--- src/source/isaPkg.sv ---
package isaPkg;

    localparam int xlen = 32;

    typedef logic [4:0] regAddrT;
    typedef logic [5:0] opcodeT;
    typedef logic [5:0] funcT;

    // major opcodes
    localparam opcodeT opRType = 6'h00;
    localparam opcodeT opAddi  = 6'h08;
    localparam opcodeT opAddiu = 6'h09;
    localparam opcodeT opSlti  = 6'h0a;
    localparam opcodeT opSltiu = 6'h0b;
    localparam opcodeT opAndi  = 6'h0c;
    localparam opcodeT opOri   = 6'h0d;
    localparam opcodeT opXori  = 6'h0e;
    localparam opcodeT opLui   = 6'h0f;

    // R-type function codes
    localparam funcT fnSll   = 6'h00;
    localparam funcT fnSrl   = 6'h02;
    localparam funcT fnSra   = 6'h03;
    localparam funcT fnSllv  = 6'h04;
    localparam funcT fnSrlv  = 6'h06;
    localparam funcT fnSrav  = 6'h07;
    localparam funcT fnMfhi  = 6'h10;
    localparam funcT fnMthi  = 6'h11;
    localparam funcT fnMflo  = 6'h12;
    localparam funcT fnMtlo  = 6'h13;
    localparam funcT fnMult  = 6'h18;
    localparam funcT fnMultu = 6'h19;
    localparam funcT fnAdd   = 6'h20;
    localparam funcT fnAddu  = 6'h21;
    localparam funcT fnSub   = 6'h22;
    localparam funcT fnSubu  = 6'h23;
    localparam funcT fnAnd   = 6'h24;
    localparam funcT fnOr    = 6'h25;
    localparam funcT fnXor   = 6'h26;
    localparam funcT fnNor   = 6'h27;
    localparam funcT fnSlt   = 6'h2a;
    localparam funcT fnSltu  = 6'h2b;

    // low bit of each instruction field
    localparam int opcodeLsb = 26;   // 31:26
    localparam int rsLsb     = 21;   // 25:21
    localparam int rtLsb     = 16;   // 20:16
    localparam int rdLsb     = 11;   // 15:11
    localparam int shamtLsb  = 6;    // 10:6
    localparam int funcLsb   = 0;    // 5:0
    localparam int immLsb    = 0;    // 15:0

endpackage

--- src/source/ctrlPkg.sv ---
package ctrlPkg;

    typedef enum logic [3:0] {
        aluAdd, aluSub, aluAnd, aluOr, aluXor, aluNor, aluSlt,
        aluSltu, aluSll, aluSrl, aluSra, aluLui, aluPass
    } aluOpT;

    typedef enum logic [2:0] {
        hlNone, hlMult, hlMultu, hlMfhi, hlMflo, hlMthi, hlMtlo
    } hiLoOpT;

    typedef struct packed {
        aluOpT  aluOp;
        hiLoOpT hiLoOp;
        logic   aluSrc;     // immediate as operand B
        logic   immSigned;
        logic   shiftVar;   // shift amount from rs
        logic   regDst;     // rd, else rt
        logic   regWrite;
        logic   illegal;
    } ctrlT;

    typedef struct packed {
        ctrlT             ctrl;
        logic [31:0]      opA;
        logic [31:0]      opB;
        logic [4:0]       shamt;
        isaPkg::regAddrT  dest;
    } execReqT;

    // also the core's output record
    typedef struct packed {
        isaPkg::regAddrT  dest;
        logic [31:0]      value;
    } wbResultT;

endpackage

--- src/source/aluUnit.sv ---
`timescale 1ns/1ps

module aluUnit (
    input  ctrlPkg::execReqT          req,
    output logic [isaPkg::xlen-1:0]   result
);
    import isaPkg::*;
    import ctrlPkg::*;

    logic [4:0] shAmt;
    logic       ltSigned;
    logic       ltUnsigned;

    // variable shifts take the amount from rs
    assign shAmt = req.ctrl.shiftVar ? req.opA[4:0] : req.shamt;

    assign ltSigned   = $signed(req.opA) < $signed(req.opB);
    assign ltUnsigned = req.opA < req.opB;

    always_comb
        begin
            case (req.ctrl.aluOp)
                aluAdd:  result = req.opA + req.opB;
                aluSub:  result = req.opA - req.opB;
                aluAnd:  result = req.opA & req.opB;
                aluOr:   result = req.opA | req.opB;
                aluXor:  result = req.opA ^ req.opB;
                aluNor:  result = ~(req.opA | req.opB);
                aluSlt:  result = {{(xlen-1){1'b0}}, ltSigned};
                aluSltu: result = {{(xlen-1){1'b0}}, ltUnsigned};
                aluSll:  result = req.opB << shAmt;
                aluSrl:  result = req.opB >> shAmt;
                aluSra:  result = $signed(req.opB) >>> shAmt;
                aluLui:  result = {req.opB[15:0], 16'h0000};   // imm into upper half
                aluPass: result = req.opA;
                default: result = '0;
            endcase
        end

endmodule

--- config.mk ---
export PLATFORM = sky130hd
export DESIGN_NAME = aluUnit
export DESIGN_NICKNAME = d
export VERILOG_FILES = /design/src/source/isaPkg.sv /design/src/source/ctrlPkg.sv /design/src/source/aluUnit.sv
export SDC_FILE = /design/constraint.sdc
export NUM_CORES = 1
export LEC_CHECK = 0
export ABC_AREA = 1
export BUFFER_PORTS_ARGS = -buffer_cell sky130_fd_sc_hd__buf_4
export CAP_MARGIN = 40
export CELL_PAD_IN_SITES_DETAIL_PLACEMENT = 1
export CELL_PAD_IN_SITES_GLOBAL_PLACEMENT = 2
export CORE_MARGIN = 1.5
export CORE_UTILIZATION = 32
export DETAILED_ROUTE_END_ITERATION = 8
export PLACE_DENSITY = 0.95
export RECOVER_POWER = 50
export SYNTH_ARGS = -nofsm -noshare
export SYNTH_HDL_FRONTEND = slang
export SYNTH_SLANG_ARGS = --single-unit
--- constraint.sdc ---
create_clock -name vclk -period 2.8
set_input_delay 0.28 -clock vclk [all_inputs]
set_output_delay 0.28 -clock vclk [all_outputs]
set_load 0.02 [all_outputs]
==> summary.txt <==
Run status
  • Status: finished with violations
  • Violated checks: negative setup slack

Timing
  • Tcrit/Tclk final: 102.3%
  • Highest clock rate: between 300 and 400 MHz
  • Setup TNS: -84.34 ps
  • Tmin final: 2864 ps
  • Relative slew margins: around 52%
  • RSZ-0062 raised after global routing: true
  • Setup violators final: 3
  • Final hold violation count: 0
  • Setup WS post-layout: -64.03 ps
  • Worst-margin pin slew: 706.4 ps
  • Final Max Slew Viols: 0

Synthesis
  • Synthesized area: 10220 um^2
  • Synth cell count leaders: nand2_1 (646), nand3_1 (415), inv_1 (234), nor2_1 (201), a21oi_1 (112)
  • Syn nets: roughly 2300
  • Yosys warns: 0
  • Mean Syn Cell Area: 4.862 um^2
  • Post-synthesis sequential area ratio: 0%
  • Main area contributors after synthesis: nand2_1 (24%), nand3_1 (20%), ha_1 (12%)
  • Yosys top cell by area: nand2_1
  • Post-synth top area share: 23.72%
  • Netlist cell types: 43
  • Cells after Synth: 2103
  • Count leader, synth: nand2_1

Run
  • Max Cap Viol: 0

Die
  • Row cnt: 65
  • I/O pin count: 119
  • Core footprint: 31470 um^2
  • Initial core utilization: 32.49%
  • Die Area: 33030 um^2
  • Die width: 181.8 um
  • Chip Height: around 180 um

Global routing
  • Vias in the first global route: approximately 16000
  • Grt total ovfl: 0
  • First-pass GRT wire length: 93770 um
  • Largest net degree at the start of global routing: between 60 and 70
  • Initial antenna violation count: 2
  • GRT Overall Usage: between 30 and 40%

Finish
  • Nets: 2541
  • Seq. cell area: 0 um^2
  • Non-filler cells, final: 2757
  • FFs & Latches: 0
  • Final Util: 42.68%
  • Post-route cell area: 13430 um^2
  • Ratio of cells with drive above 1 in the final layout: 19.75%
  • Area growth, synth to finish: 31.36%
  • Clock buffer count: 0

Critical path
  • CP Capture Type: output port
  • Setup crit start kind: input port
  • Req. time, crit path: 2520 ps
  • Top delay family on crit path: buffers and inverters
  • Slowest CP cell: a2111oi_0
  • Crit path DAT: approximately 2600 ps
  • Crit-path max cell delay: 660 ps
  • Cell mode on critical path: buf_4
  • Critical path class: input port to output port
  • Worst path bufs/invs: 6
  • Worst-path fanout max: 3
  • Cells along the critical path: buf_4 -> ha_2 -> inv_1 -> fa_2 -> inv_1 -> buf_4 -> a21oi_1 -> a2111oi_0 -> buf_4 -> nand3_1 -> buf_4

Routing
  • Drt pass-1 iters: 6
  • Drt wl/cell: between 20 and 25 um
  • Routed Antenna Nets: 0
  • Final wirelength: 64010 um
  • Drt initial violations: 1799
  • Via count: roughly 17000
  • Drt drc: 0
  • Via density per instance: 6.044

Placement
  • Cell count after placement: 2751
  • Gp weighted congestion: 1.115
  • Hpwl dp: approximately 53000 um
  • Place WS: -236.2 ps
  • Port bufs: approximately 110
  • Placed instance area: roughly 13000 um^2

Power
  • Clock Power Share: 0%
  • Sequential Power Share: 0%
  • Power Internal: 1.114 mW
  • PD cells: 235.5 nW/um^2
  • Psw: 2.050 mW
  • Net Sw Frac: 64.80%
  • VDD IR max: 0.00009912 V
  • Static leakage: 7.029 nW
  • Combinational fraction of design power: 100.0%

Clock tree
  • Post-cts hold buffer count: 0

Worst hold path
  • Hold Path Class: input port to output port
==> kinds of logic (layout without fill, tap and decap cells) <==
| logic type | after synthesis | after routing | synth area share [%] |
|---|---|---|---|
| AND/OR/NAND/NOR | 1348 | 1348 | 56.62 |
| buffers and inverters | 336 | 587 | 13.53 |
| adder cells (fa/ha/maj) | 98 | 98 | 12.14 |
| other | 0 | 1 | 0 |
| XOR/XNOR | 3 | 3 | 0.2570 |
| AO/OA/AOI/OAI | 318 | 318 | 17.45 |
==> metrics by stage <==
| step | power (mW) | hold slack, ps |
|---|---|---|
| 4_1_cts | 2.936 | 1100 |
| 3_5_place_dp | 2.909 | 1095 |
| 3_3_place_gp | 2.823 | 1084 |
| 5_1_grt | 3.365 | 1118 |
| 6_report | 3.163 | 1097 |
| 2_1_floorplan | 1.608 | 852.3 |
==> worst min-delay path, cell delays in order <==
cell and delay, ps:
buf_4 100, a211oi_1 80, nand2_1 60, nor2_1 50
nand4_1 90, buf_4 140
==> power groups by stage <==
stage,logic (mW),clock network [mW],registers [mW]
6_report,3.16,0.0000000152,0
5_1_grt,3.37,0,0
4_1_cts,2.94,0,0
3_5_place_dp,2.91,0,0
3_3_place_gp,2.82,0,0
2_1_floorplan,1.61,0,0
==> layout by cell type (no fill, tap or decap), types with 7 or more instances in the layout <==
cell type	n
a21oi_2	11
inv_2	7
nand4_1	37
o21ai_1	32
o22ai_1	26
nor2_1	176
nor3_1	26
a211oi_1	8
buf_4	320
o21ai_0	93
buf_12	13
inv_1	232
o21bai_1	7
nor2_2	22
nand3_1	402
ha_2	16
o221ai_1	9
ha_1	76
nand3_2	14
o211ai_1	11
a21oi_1	100
nand2_2	21
nand2_1	628
==> layout make-up <==
class                           instances  area, um^2
Inverter                              247       945.9
Multi-Input combinational cell       1767        9241
Timing Repair Buffer                  340        2739
Antenna cell                            1       2.502
Tap cell                              402       503.0
Fill cell                            4625       18040
==> repair_timing <==
item | 4_1_cts | 5_1_grt
cloned | 0 | 1
resized for setup | 18 | 109
pin swaps | 2 | 14
endpoints found under the setup margin | 16 | 29
setup buffers | 1 | 3
==> path summary, 6_finish.rpt <==
kind,from,end,slack [ps],cells after the start
worst max-delay path,req[42],result[2],-60,11
worst min-delay path,req[55],result[13],1100,6
==> metal layers <==
metal	part of all wire (%)	GRT usage, %	vias to the layer above
met3	11	4.352	256
met5	0	0	-
met1	38	46.53	7908
met4	8.4	24.43	0
li1	-	-	7494
met2	43	59.51	1004
No activity file was read; power rests on OpenSTA's default activity.
