`config.mk`:
```
export PLATFORM = sky130hd
export DESIGN_NAME = issueLogic
export DESIGN_NICKNAME = d
export VERILOG_FILES = /design/src/source/isaPkg.sv /design/src/source/ctrlPkg.sv /design/src/source/decoder.sv /design/src/source/issueLogic.sv
export SDC_FILE = /design/constraint.sdc
export NUM_CORES = 1
export LEC_CHECK = 0
export BUFFER_PORTS_ARGS = -buffer_cell sky130_fd_sc_hd__clkbuf_2
export CORE_MARGIN = 5
export CORE_UTILIZATION = 28
export DETAILED_ROUTE_END_ITERATION = 12
export PLACE_DENSITY = 0.79
export SLEW_MARGIN = 20
export SYNTH_ARGS = -nofsm -noshare
export SYNTH_HDL_FRONTEND = slang
export SYNTH_SLANG_ARGS = --single-unit
```
`constraint.sdc`:
```
create_clock -name vclk -period 1.48
set_input_delay 0.222 -clock vclk [all_inputs]
set_output_delay 0.222 -clock vclk [all_outputs]
set_load 0.03 [all_outputs]
```
`src/source/isaPkg.sv`:
```
package isaPkg;

    localparam int xlen = 32;

    typedef logic [4:0] regAddrT;
    typedef logic [5:0] opcodeT;
    typedef logic [5:0] funcT;

    // major opcodes
    localparam opcodeT opRType = 6'h00;
    localparam opcodeT opAddi  = 6'h08;
    localparam opcodeT opAddiu = 6'h09;
    localparam opcodeT opSlti  = 6'h0a;
    localparam opcodeT opSltiu = 6'h0b;
    localparam opcodeT opAndi  = 6'h0c;
    localparam opcodeT opOri   = 6'h0d;
    localparam opcodeT opXori  = 6'h0e;
    localparam opcodeT opLui   = 6'h0f;

    // R-type function codes
    localparam funcT fnSll   = 6'h00;
    localparam funcT fnSrl   = 6'h02;
    localparam funcT fnSra   = 6'h03;
    localparam funcT fnSllv  = 6'h04;
    localparam funcT fnSrlv  = 6'h06;
    localparam funcT fnSrav  = 6'h07;
    localparam funcT fnMfhi  = 6'h10;
    localparam funcT fnMthi  = 6'h11;
    localparam funcT fnMflo  = 6'h12;
    localparam funcT fnMtlo  = 6'h13;
    localparam funcT fnMult  = 6'h18;
    localparam funcT fnMultu = 6'h19;
    localparam funcT fnAdd   = 6'h20;
    localparam funcT fnAddu  = 6'h21;
    localparam funcT fnSub   = 6'h22;
    localparam funcT fnSubu  = 6'h23;
    localparam funcT fnAnd   = 6'h24;
    localparam funcT fnOr    = 6'h25;
    localparam funcT fnXor   = 6'h26;
    localparam funcT fnNor   = 6'h27;
    localparam funcT fnSlt   = 6'h2a;
    localparam funcT fnSltu  = 6'h2b;

    // low bit of each instruction field
    localparam int opcodeLsb = 26;   // 31:26
    localparam int rsLsb     = 21;   // 25:21
    localparam int rtLsb     = 16;   // 20:16
    localparam int rdLsb     = 11;   // 15:11
    localparam int shamtLsb  = 6;    // 10:6
    localparam int funcLsb   = 0;    // 5:0
    localparam int immLsb    = 0;    // 15:0

endpackage

```
`src/source/ctrlPkg.sv`:
```
package ctrlPkg;

    typedef enum logic [3:0] {
        aluAdd, aluSub, aluAnd, aluOr, aluXor, aluNor, aluSlt,
        aluSltu, aluSll, aluSrl, aluSra, aluLui, aluPass
    } aluOpT;

    typedef enum logic [2:0] {
        hlNone, hlMult, hlMultu, hlMfhi, hlMflo, hlMthi, hlMtlo
    } hiLoOpT;

    typedef struct packed {
        aluOpT  aluOp;
        hiLoOpT hiLoOp;
        logic   aluSrc;     // immediate as operand B
        logic   immSigned;
        logic   shiftVar;   // shift amount from rs
        logic   regDst;     // rd, else rt
        logic   regWrite;
        logic   illegal;
    } ctrlT;

    typedef struct packed {
        ctrlT             ctrl;
        logic [31:0]      opA;
        logic [31:0]      opB;
        logic [4:0]       shamt;
        isaPkg::regAddrT  dest;
    } execReqT;

    // also the core's output record
    typedef struct packed {
        isaPkg::regAddrT  dest;
        logic [31:0]      value;
    } wbResultT;

endpackage

```
`src/source/decoder.sv`:
```
`timescale 1ns/1ps

module decoder (
    input  logic [31:0]   inst,
    output ctrlPkg::ctrlT ctrl
);
    import isaPkg::*;
    import ctrlPkg::*;

    opcodeT op;
    funcT   fn;

    assign op = inst[opcodeLsb +: 6];
    assign fn = inst[funcLsb +: 6];

    always_comb
        begin
            ctrl = '0;
            case (op)
                opRType:
                    begin
                        ctrl.regDst   = 1'b1;
                        ctrl.regWrite = 1'b1;
                        case (fn)
                            fnAdd, fnAddu: ctrl.aluOp = aluAdd;   // no overflow trap
                            fnSub, fnSubu: ctrl.aluOp = aluSub;
                            fnAnd:  ctrl.aluOp = aluAnd;
                            fnOr:   ctrl.aluOp = aluOr;
                            fnXor:  ctrl.aluOp = aluXor;
                            fnNor:  ctrl.aluOp = aluNor;
                            fnSlt:  ctrl.aluOp = aluSlt;
                            fnSltu: ctrl.aluOp = aluSltu;
                            fnSll:  ctrl.aluOp = aluSll;
                            fnSrl:  ctrl.aluOp = aluSrl;
                            fnSra:  ctrl.aluOp = aluSra;
                            fnSllv, fnSrlv, fnSrav:
                                begin
                                    ctrl.shiftVar = 1'b1;
                                    if (fn == fnSllv)
                                        ctrl.aluOp = aluSll;
                                    else if (fn == fnSrlv)
                                        ctrl.aluOp = aluSrl;
                                    else
                                        ctrl.aluOp = aluSra;
                                end
                            fnMfhi, fnMflo:
                                begin
                                    ctrl.aluOp  = aluPass;
                                    ctrl.hiLoOp = (fn == fnMfhi) ? hlMfhi : hlMflo;
                                end
                            fnMthi, fnMtlo, fnMult, fnMultu:
                                begin
                                    ctrl.aluOp    = aluPass;
                                    ctrl.regWrite = 1'b0;   // HI/LO only
                                    case (fn)
                                        fnMthi:  ctrl.hiLoOp = hlMthi;
                                        fnMtlo:  ctrl.hiLoOp = hlMtlo;
                                        fnMult:  ctrl.hiLoOp = hlMult;
                                        default: ctrl.hiLoOp = hlMultu;
                                    endcase
                                end
                            default:
                                begin
                                    ctrl         = '0;
                                    ctrl.illegal = 1'b1;
                                end
                        endcase
                    end

                opAddi, opAddiu, opSlti, opSltiu:
                    begin
                        ctrl.aluSrc    = 1'b1;
                        ctrl.immSigned = 1'b1;   // sltiu compares a sign-extended imm too
                        ctrl.regWrite  = 1'b1;
                        if (op == opSlti)
                            ctrl.aluOp = aluSlt;
                        else if (op == opSltiu)
                            ctrl.aluOp = aluSltu;
                        else
                            ctrl.aluOp = aluAdd;
                    end

                opAndi, opOri, opXori, opLui:
                    begin
                        ctrl.aluSrc   = 1'b1;
                        ctrl.regWrite = 1'b1;
                        case (op)
                            opAndi:  ctrl.aluOp = aluAnd;
                            opOri:   ctrl.aluOp = aluOr;
                            opXori:  ctrl.aluOp = aluXor;
                            default: ctrl.aluOp = aluLui;
                        endcase
                    end

                default:
                    ctrl.illegal = 1'b1;
            endcase
        end

endmodule

```
`src/source/issueLogic.sv`:
```
`timescale 1ns/1ps

module issueLogic (
    input  logic                      instValid,
    output logic                      instReady,
    input  logic [31:0]               inst,
    output isaPkg::regAddrT           rdAddrA,
    output isaPkg::regAddrT           rdAddrB,
    input  logic [isaPkg::xlen-1:0]   rdDataA,
    input  logic [isaPkg::xlen-1:0]   rdDataB,
    input  logic                      busyValid,
    input  isaPkg::regAddrT           busyDest,
    output logic                      reqValid,
    input  logic                      reqReady,
    output ctrlPkg::execReqT          req
);
    import isaPkg::*;
    import ctrlPkg::*;

    ctrlT            ctrl;
    regAddrT         rs;
    regAddrT         rt;
    regAddrT         rd;
    logic [15:0]     imm;
    logic [xlen-1:0] immExt;
    logic            hazard;

    decoder dec (
        .inst (inst),
        .ctrl (ctrl)
    );

    assign rs  = inst[rsLsb +: 5];
    assign rt  = inst[rtLsb +: 5];
    assign rd  = inst[rdLsb +: 5];
    assign imm = inst[immLsb +: 16];

    assign rdAddrA = rs;
    assign rdAddrB = rt;

    assign immExt = ctrl.immSigned ? {{16{imm[15]}}, imm} : {16'h0000, imm};

    // rt is only a source when no immediate is used
    assign hazard = busyValid && busyDest != '0 && !ctrl.illegal &&
                    (busyDest == rs || (!ctrl.aluSrc && busyDest == rt));

    assign instReady = reqReady && !hazard;
    assign reqValid  = instValid && !hazard && !ctrl.illegal;   // illegal words retire here

    assign req.ctrl  = ctrl;
    assign req.opA   = rdDataA;
    assign req.opB   = ctrl.aluSrc ? immExt : rdDataB;
    assign req.shamt = inst[shamtLsb +: 5];
    assign req.dest  = ctrl.regDst ? rd : rt;

endmodule

```
==> results of run 1 <==
-- per-stage QoR --
stage	instance area, um^2	TNS (ns)	setup WS [ns]
after detailed placement	2550	-18.43	-0.451
final	3840	-14.10	-0.427
after floorplan	1890	-5.45	-0.317
after global placement	2550	-17.31	-0.416
after global routing	3840	-16.03	-0.492
after CTS	3670	-14.51	-0.413
-- metal layers --
metal  global-route usage  part of all wire  up-vias
li1                     -                 -     1015
met1                0.256              0.31     1048
met2                0.544              0.61      128
met3               0.0325             0.065       21
met4               0.0355             0.023        0
met5                    0                 0        -
-- cells in the final DEF, fill, tap and decap left out, types with 2 or more instances in the layout --
cell      count
inv_1         7
nand2_2      13
clkbuf_4      4
clkbuf_2     80
buf_4        50
mux2_2        4
nand2_4      48
clkbuf_8      7
buf_16        6
o21ai_0       4
o21ai_1       2
xor2_1        2
nor2b_4       2
xnor2_1      10
nand2_8      11
o211ai_1      2
nor2_4        3
nor2_1        5
nand4_1       3
o21ai_4       4
a21oi_1       3
nor4_4        2
nand2_1      10
buf_6        12
and2b_2       2
buf_8        39
buf_12        9
-- worst max path at each step --
stage	start	slack (ns)	end	cells after the start
final	inst[27]	-0.43	instReady	8
after global routing	inst[27]	-0.49	reqValid	6
after CTS	inst[27]	-0.41	reqValid	6
after detailed placement	inst[27]	-0.45	reqValid	6
after global placement	inst[27]	-0.42	reqValid	6
after floorplan	inst[29]	-0.32	reqValid	5
-- cell type report --
cell class         instances  area, um^2
inverters                  9        48.8
multi-input cells        162        1710
well taps                 67        83.8
repair buffers           209        2000
fillers                  285         942
-- worst max-delay path: cells and delay by family --
kind,cells,cell delay (ns)
AND/OR/NAND/NOR,2,0.69
AO/OA/AOI/OAI,2,0.29
buffers and inverters,4,0.48
-- cell families (layout without fill, tap and decap cells) --
| logic type | count (synthesis) | after routing |
|---|---|---|
| compound gates | 31 | 31 |
| xor+xnor | 12 | 12 |
| buf+inv | 71 | 218 |
| mux | 5 | 5 |
| simple gates | 114 | 114 |
-- power by group --
| group | leakage (nW) | switching, mW | total (mW) | internal (mW) |
|---|---|---|---|---|
| Combinational | 1.92 | 0.679 | 1.31 | 0.627 |
| Sequential | 0 | 0 | 0 | 0 |
| Clock | 0 | 0 | 0 | 0 |
| Total | 1.92 | 0.679 | 1.31 | 0.627 |
-- what timing repair did --
item,4_1_cts,5_1_grt
gates cloned,8,0
endpoints found under the setup margin,52,52
pin swaps,25,25
setup buffers,15,7
gates resized for setup,179,86
endpoints found under the hold margin,0,0
==> results.json, run 1 <==
{
  "violations": "negative setup slack",
  "layout_min_cycle_time_ns": 1.91,
  "crit_top_cell": "buf_6",
  "ctsHoldBuffers": 0,
  "grt_max_degree": 9,
  "ys.warnings.count": 0,
  "min_from": "rdDataA[22]",
  "synth_fa_ha_area_frac": 0,
  "synth-simple-area-share": 0.379,
  "worstHoldEndpoint": "req[64]",
  "synth_most_common_cell": "nand2_1",
  "whs_path_depth": 0,
  "grt_antenna_before_repair": 0,
  "outcome": "complete, but fails checks",
  "post-route-period-util": 1.29,
  "syn_to_final_growth_pct": 177,
  "first_pass_iters": 4,
  "drc": 0,
  "rsz0062_at_grt": "yes",
  "cp_cell_sequence": "buf_6 -> or4_4 -> nor2_4 -> buf_4 -> buf_6 -> a41o_4 -> a31oi_4 -> buf_8",
  "cp_max_fo": 2,
  "p_per_area_nw_per_um2": 340,
  "slowest_stage": "or4_4",
  "synth_area_leaders": "buf_4, nand2_1, xnor2_1, mux2_2, o21ai_0",
  "hold_ws_ns": 0.444,
  "power_mw": 1.31,
  "synth.distinct_cells": 45,
  "final_nets": 486,
  "vias_per_cell": 4.95,
  "end_kind": "output port",
  "cp_slowest_stage_delay_ns": 0.55,
  "syn_nets": 337,
  "max_freq_ghz": 0.524,
  "hold_viol_final": 0,
  "io_buffers": 139,
  "path_class": "primary input to output port",
  "die_h_um": 80.5,
  "die_area_um2": 6470,
  "grtUsageTotal": 0.253,
  "rows": 25,
  "syn_inst": 233,
  "fin_ws_ns": -0.427,
  "first_global_vias": 2423,
  "gp_congestion": 0.838,
  "layout.cells.non_filler": 447,
  "yosysTopAreaCell": "buf_4",
  "die_w_um": 80.5,
  "hp-class": "primary input to output port",
  "num_vias": 2212,
  "synthTopCellsByCount": "nand2_1, buf_4, o21ai_0, xnor2_1, inv_1",
  "setup_viol": 52,
  "grt_overflow": 0,
  "ant_nets": 0,
  "drive_gt1_frac": 0.847,
  "synth_top_family_by_area": "simple AND/OR/NAND/NOR gates",
  "leakagePower_nw": 1.92,
  "clkbuf_count": 0,
  "synth.cell_area_um2": 1390,
  "ys_seq_area_frac": 0,
  "n_antenna_cell": 0,
  "dp.cells": 423,
  "seq_area_um2": 0,
  "wl_per_cell_um": 20.1,
  "drv_slew": 0,
  "dp_hpwl_mm": 5.72,
  "wl_mm": 8.96,
  "final_core_util": 0.803,
  "pin_count": 203,
  "grt_first_pass_wirelength_mm": 12.8,
  "worstPathArrival_ns": 1.69,
  "synth_xor_area_frac": 0.0756,
  "tightest_slew_ns": 0.446,
  "synthMuxAreaShare": 0.0405,
  "yosysTopAreaCellShare": 0.265,
  "core_um2": 4790,
  "worst_ir_drop_vdd_mv": 0.229,
  "avgSynthCellArea_um2": 5.97,
  "drv_cap": 0,
  "worst_ep_required_time_ns": 1.26,
  "n_sequential_cell": 0,
  "synth_compound_area_frac": 0.157,
  "startpoint_type": "primary input",
  "initial_core_util": 0.290,
  "slew_headroom": 0.703,
  "drt-initial-drc-count": 46
}
Note: power is estimated with default switching activity, not from simulation.
==> run 2, diff against run 1 <==
--- a/config.mk
+++ b/config.mk
@@ -5,11 +5,12 @@
 export SDC_FILE = /design/constraint.sdc
 export NUM_CORES = 1
 export LEC_CHECK = 0
+export ABC_AREA = 1
 export BUFFER_PORTS_ARGS = -buffer_cell sky130_fd_sc_hd__clkbuf_2
 export CORE_MARGIN = 5
-export CORE_UTILIZATION = 28
+export CORE_UTILIZATION = 29
 export DETAILED_ROUTE_END_ITERATION = 12
-export PLACE_DENSITY = 0.79
+export PLACE_DENSITY = 0.8
 export SLEW_MARGIN = 20
 export SYNTH_ARGS = -nofsm -noshare
 export SYNTH_HDL_FRONTEND = slang
==> run 2 against run 1 <==
The run still ends with negative setup slack left. Via count increased by 4.7%. Synthesized cell count increased by 23%. Hold slack about the same. First-iteration DRC count decreased by 39%. Area after synthesis increased by 4.1%. Worst setup slack improved by 0.28 ns. Critical endpoint unchanged. Largest power group unchanged.
==> results.json, run 2 <==
{
  "leakagePower_nw": 1.90,
  "synth_area_leaders": "nand2_1, buf_4, nand3_1, inv_1, nor2_1",
  "layout_min_cycle_time_ns": 1.63,
  "yosysTopAreaCell": "nand2_1",
  "outcome": "complete, but fails checks",
  "ys.warnings.count": 0,
  "core_um2": 4790,
  "final_nets": 535,
  "max_freq_ghz": 0.615,
  "drv_slew": 0,
  "initial_core_util": 0.302,
  "slew_headroom": 0.714,
  "wl_per_cell_um": 15.6,
  "worstPathArrival_ns": 1.40,
  "die_w_um": 80.6,
  "layout.cells.non_filler": 496,
  "critPathLaunch": "inst[1]",
  "drc": 0,
  "clkbuf_count": 0,
  "final_common_cell": "clkbuf_2",
  "hold_viol_final": 0,
  "min_from": "rdDataA[3]",
  "num_vias": 2315,
  "grt_first_pass_wirelength_mm": 10.4,
  "p_per_area_nw_per_um2": 328,
  "startpoint_type": "primary input",
  "path_class": "primary input to output port",
  "avgSynthCellArea_um2": 5.04,
  "hp-class": "primary input to output port",
  "grtUsageTotal": 0.198,
  "fin_ws_ns": -0.147,
  "ctsHoldBuffers": 0,
  "n_sequential_cell": 0,
  "pin_count": 203,
  "setup_tns_ns": -2.42,
  "ant_nets": 0,
  "power_mw": 1.15,
  "synth.cell_area_um2": 1450,
  "synthTopCellsByCount": "nand2_1, buf_4, inv_1",
  "wl_mm": 7.73,
  "cp_max_fo": 4,
  "gp_congestion": 0.895,
  "grt_max_degree": 12,
  "ys_seq_area_frac": 0,
  "vias_per_cell": 4.67,
  "drt-initial-drc-count": 28,
  "end_kind": "output port",
  "synth.distinct_cells": 26,
  "seq_area_um2": 0,
  "grt_antenna_before_repair": 0,
  "grt_overflow": 0,
  "fill_cells": 356,
  "tightest_slew_ns": 0.424,
  "worst_ep_required_time_ns": 1.26,
  "n_antenna_cell": 0,
  "first_pass_iters": 4,
  "dpl_worst_slack_ns": -0.262,
  "io_buffers": 139,
  "worst_ir_drop_vdd_mv": 0.208,
  "rows": 25,
  "dp.cells": 477,
  "synth_most_common_cell": "nand2_1",
  "final_cell_mix": "clkbuf_2, nand2_1, buf_4",
  "syn_nets": 391,
  "rsz0062_at_grt": "yes",
  "yosysTopAreaCellShare": 0.335,
  "setup_viol": 38,
  "dp_hpwl_mm": 4.76,
  "first_global_vias": 2257,
  "violations": "negative setup slack",
  "die_area_um2": 6500,
  "hold_ws_ns": 0.444,
  "drive_gt1_frac": 0.730,
  "die_h_um": 80.6,
  "syn_inst": 287,
  "post-route-period-util": 1.10,
  "drv_cap": 0,
  "syn_to_final_growth_pct": 143
}
==> run 2: final timing paths <==
kind	cells past startpoint	end	slack, ns
setup / recovery	10	instReady	-0.15
hold / removal	0	req[45]	0.44
==> run 2: cells by family (layout without fill, tap and decap cells) <==
kind of cell | count (synthesis) | in the layout | share of synthesized area
buffers and inverters | 84 | 226 | 0.365
AOI/OAI and AO/OA | 15 | 15 | 0.0588
xor gates and xnor gates | 2 | 2 | 0.0121
and+or+nand+nor | 186 | 186 | 0.564
==> run 2: layout make-up <==
class / instances / area [um^2] / share of cell area
tap: 67 / 83.8 / 0.0238
timing repair buffer: 197 / 1810 / 0.513
inverter: 29 / 149 / 0.0423
multi-input combinational: 203 / 1480 / 0.421
==> run 2: routing by layer <==
metal	GRT usage	share of wire
met3	0.0404	0.075
met4	0.0338	0.022
met5	0	0
met2	0.397	0.56
met1	0.210	0.34
==> run 2: stage by stage <==
stage                     cell area [um^2]  utilization
after floorplan                       1510            -
after global placement                2190        0.458
after detailed placement              2190        0.458
after CTS                             3040        0.636
after global routing                  3520        0.735
final                                 3520        0.735
==> run 2: power breakdown <==
| group | leakage (nW) | switching, mW | internal [mW] |
|---|---|---|---|
| clock | 0 | 0 | 0 |
| combinational | 1.90 | 0.624 | 0.530 |
| sequential | 0 | 0 | 0 |
| total | 1.90 | 0.624 | 0.530 |
==> run 2: critical path, cell delays in order <==
cell,delay [ns]
clkbuf_16,0.14
buf_4,0.15
nand3_2,0.08
nand2_2,0.07
nor2_4,0.13
nand4_1,0.22
nand3_2,0.14
nand2_2,0.06
inv_2,0.07
buf_8,0.12
==> run 2: what timing repair did <==
item                                    CTS  global route
gates resized for setup                 160           165
endpoints found under the setup margin   50            51
gates cloned                              4             0
buffers inserted                         13             6
pin swaps                                19            30
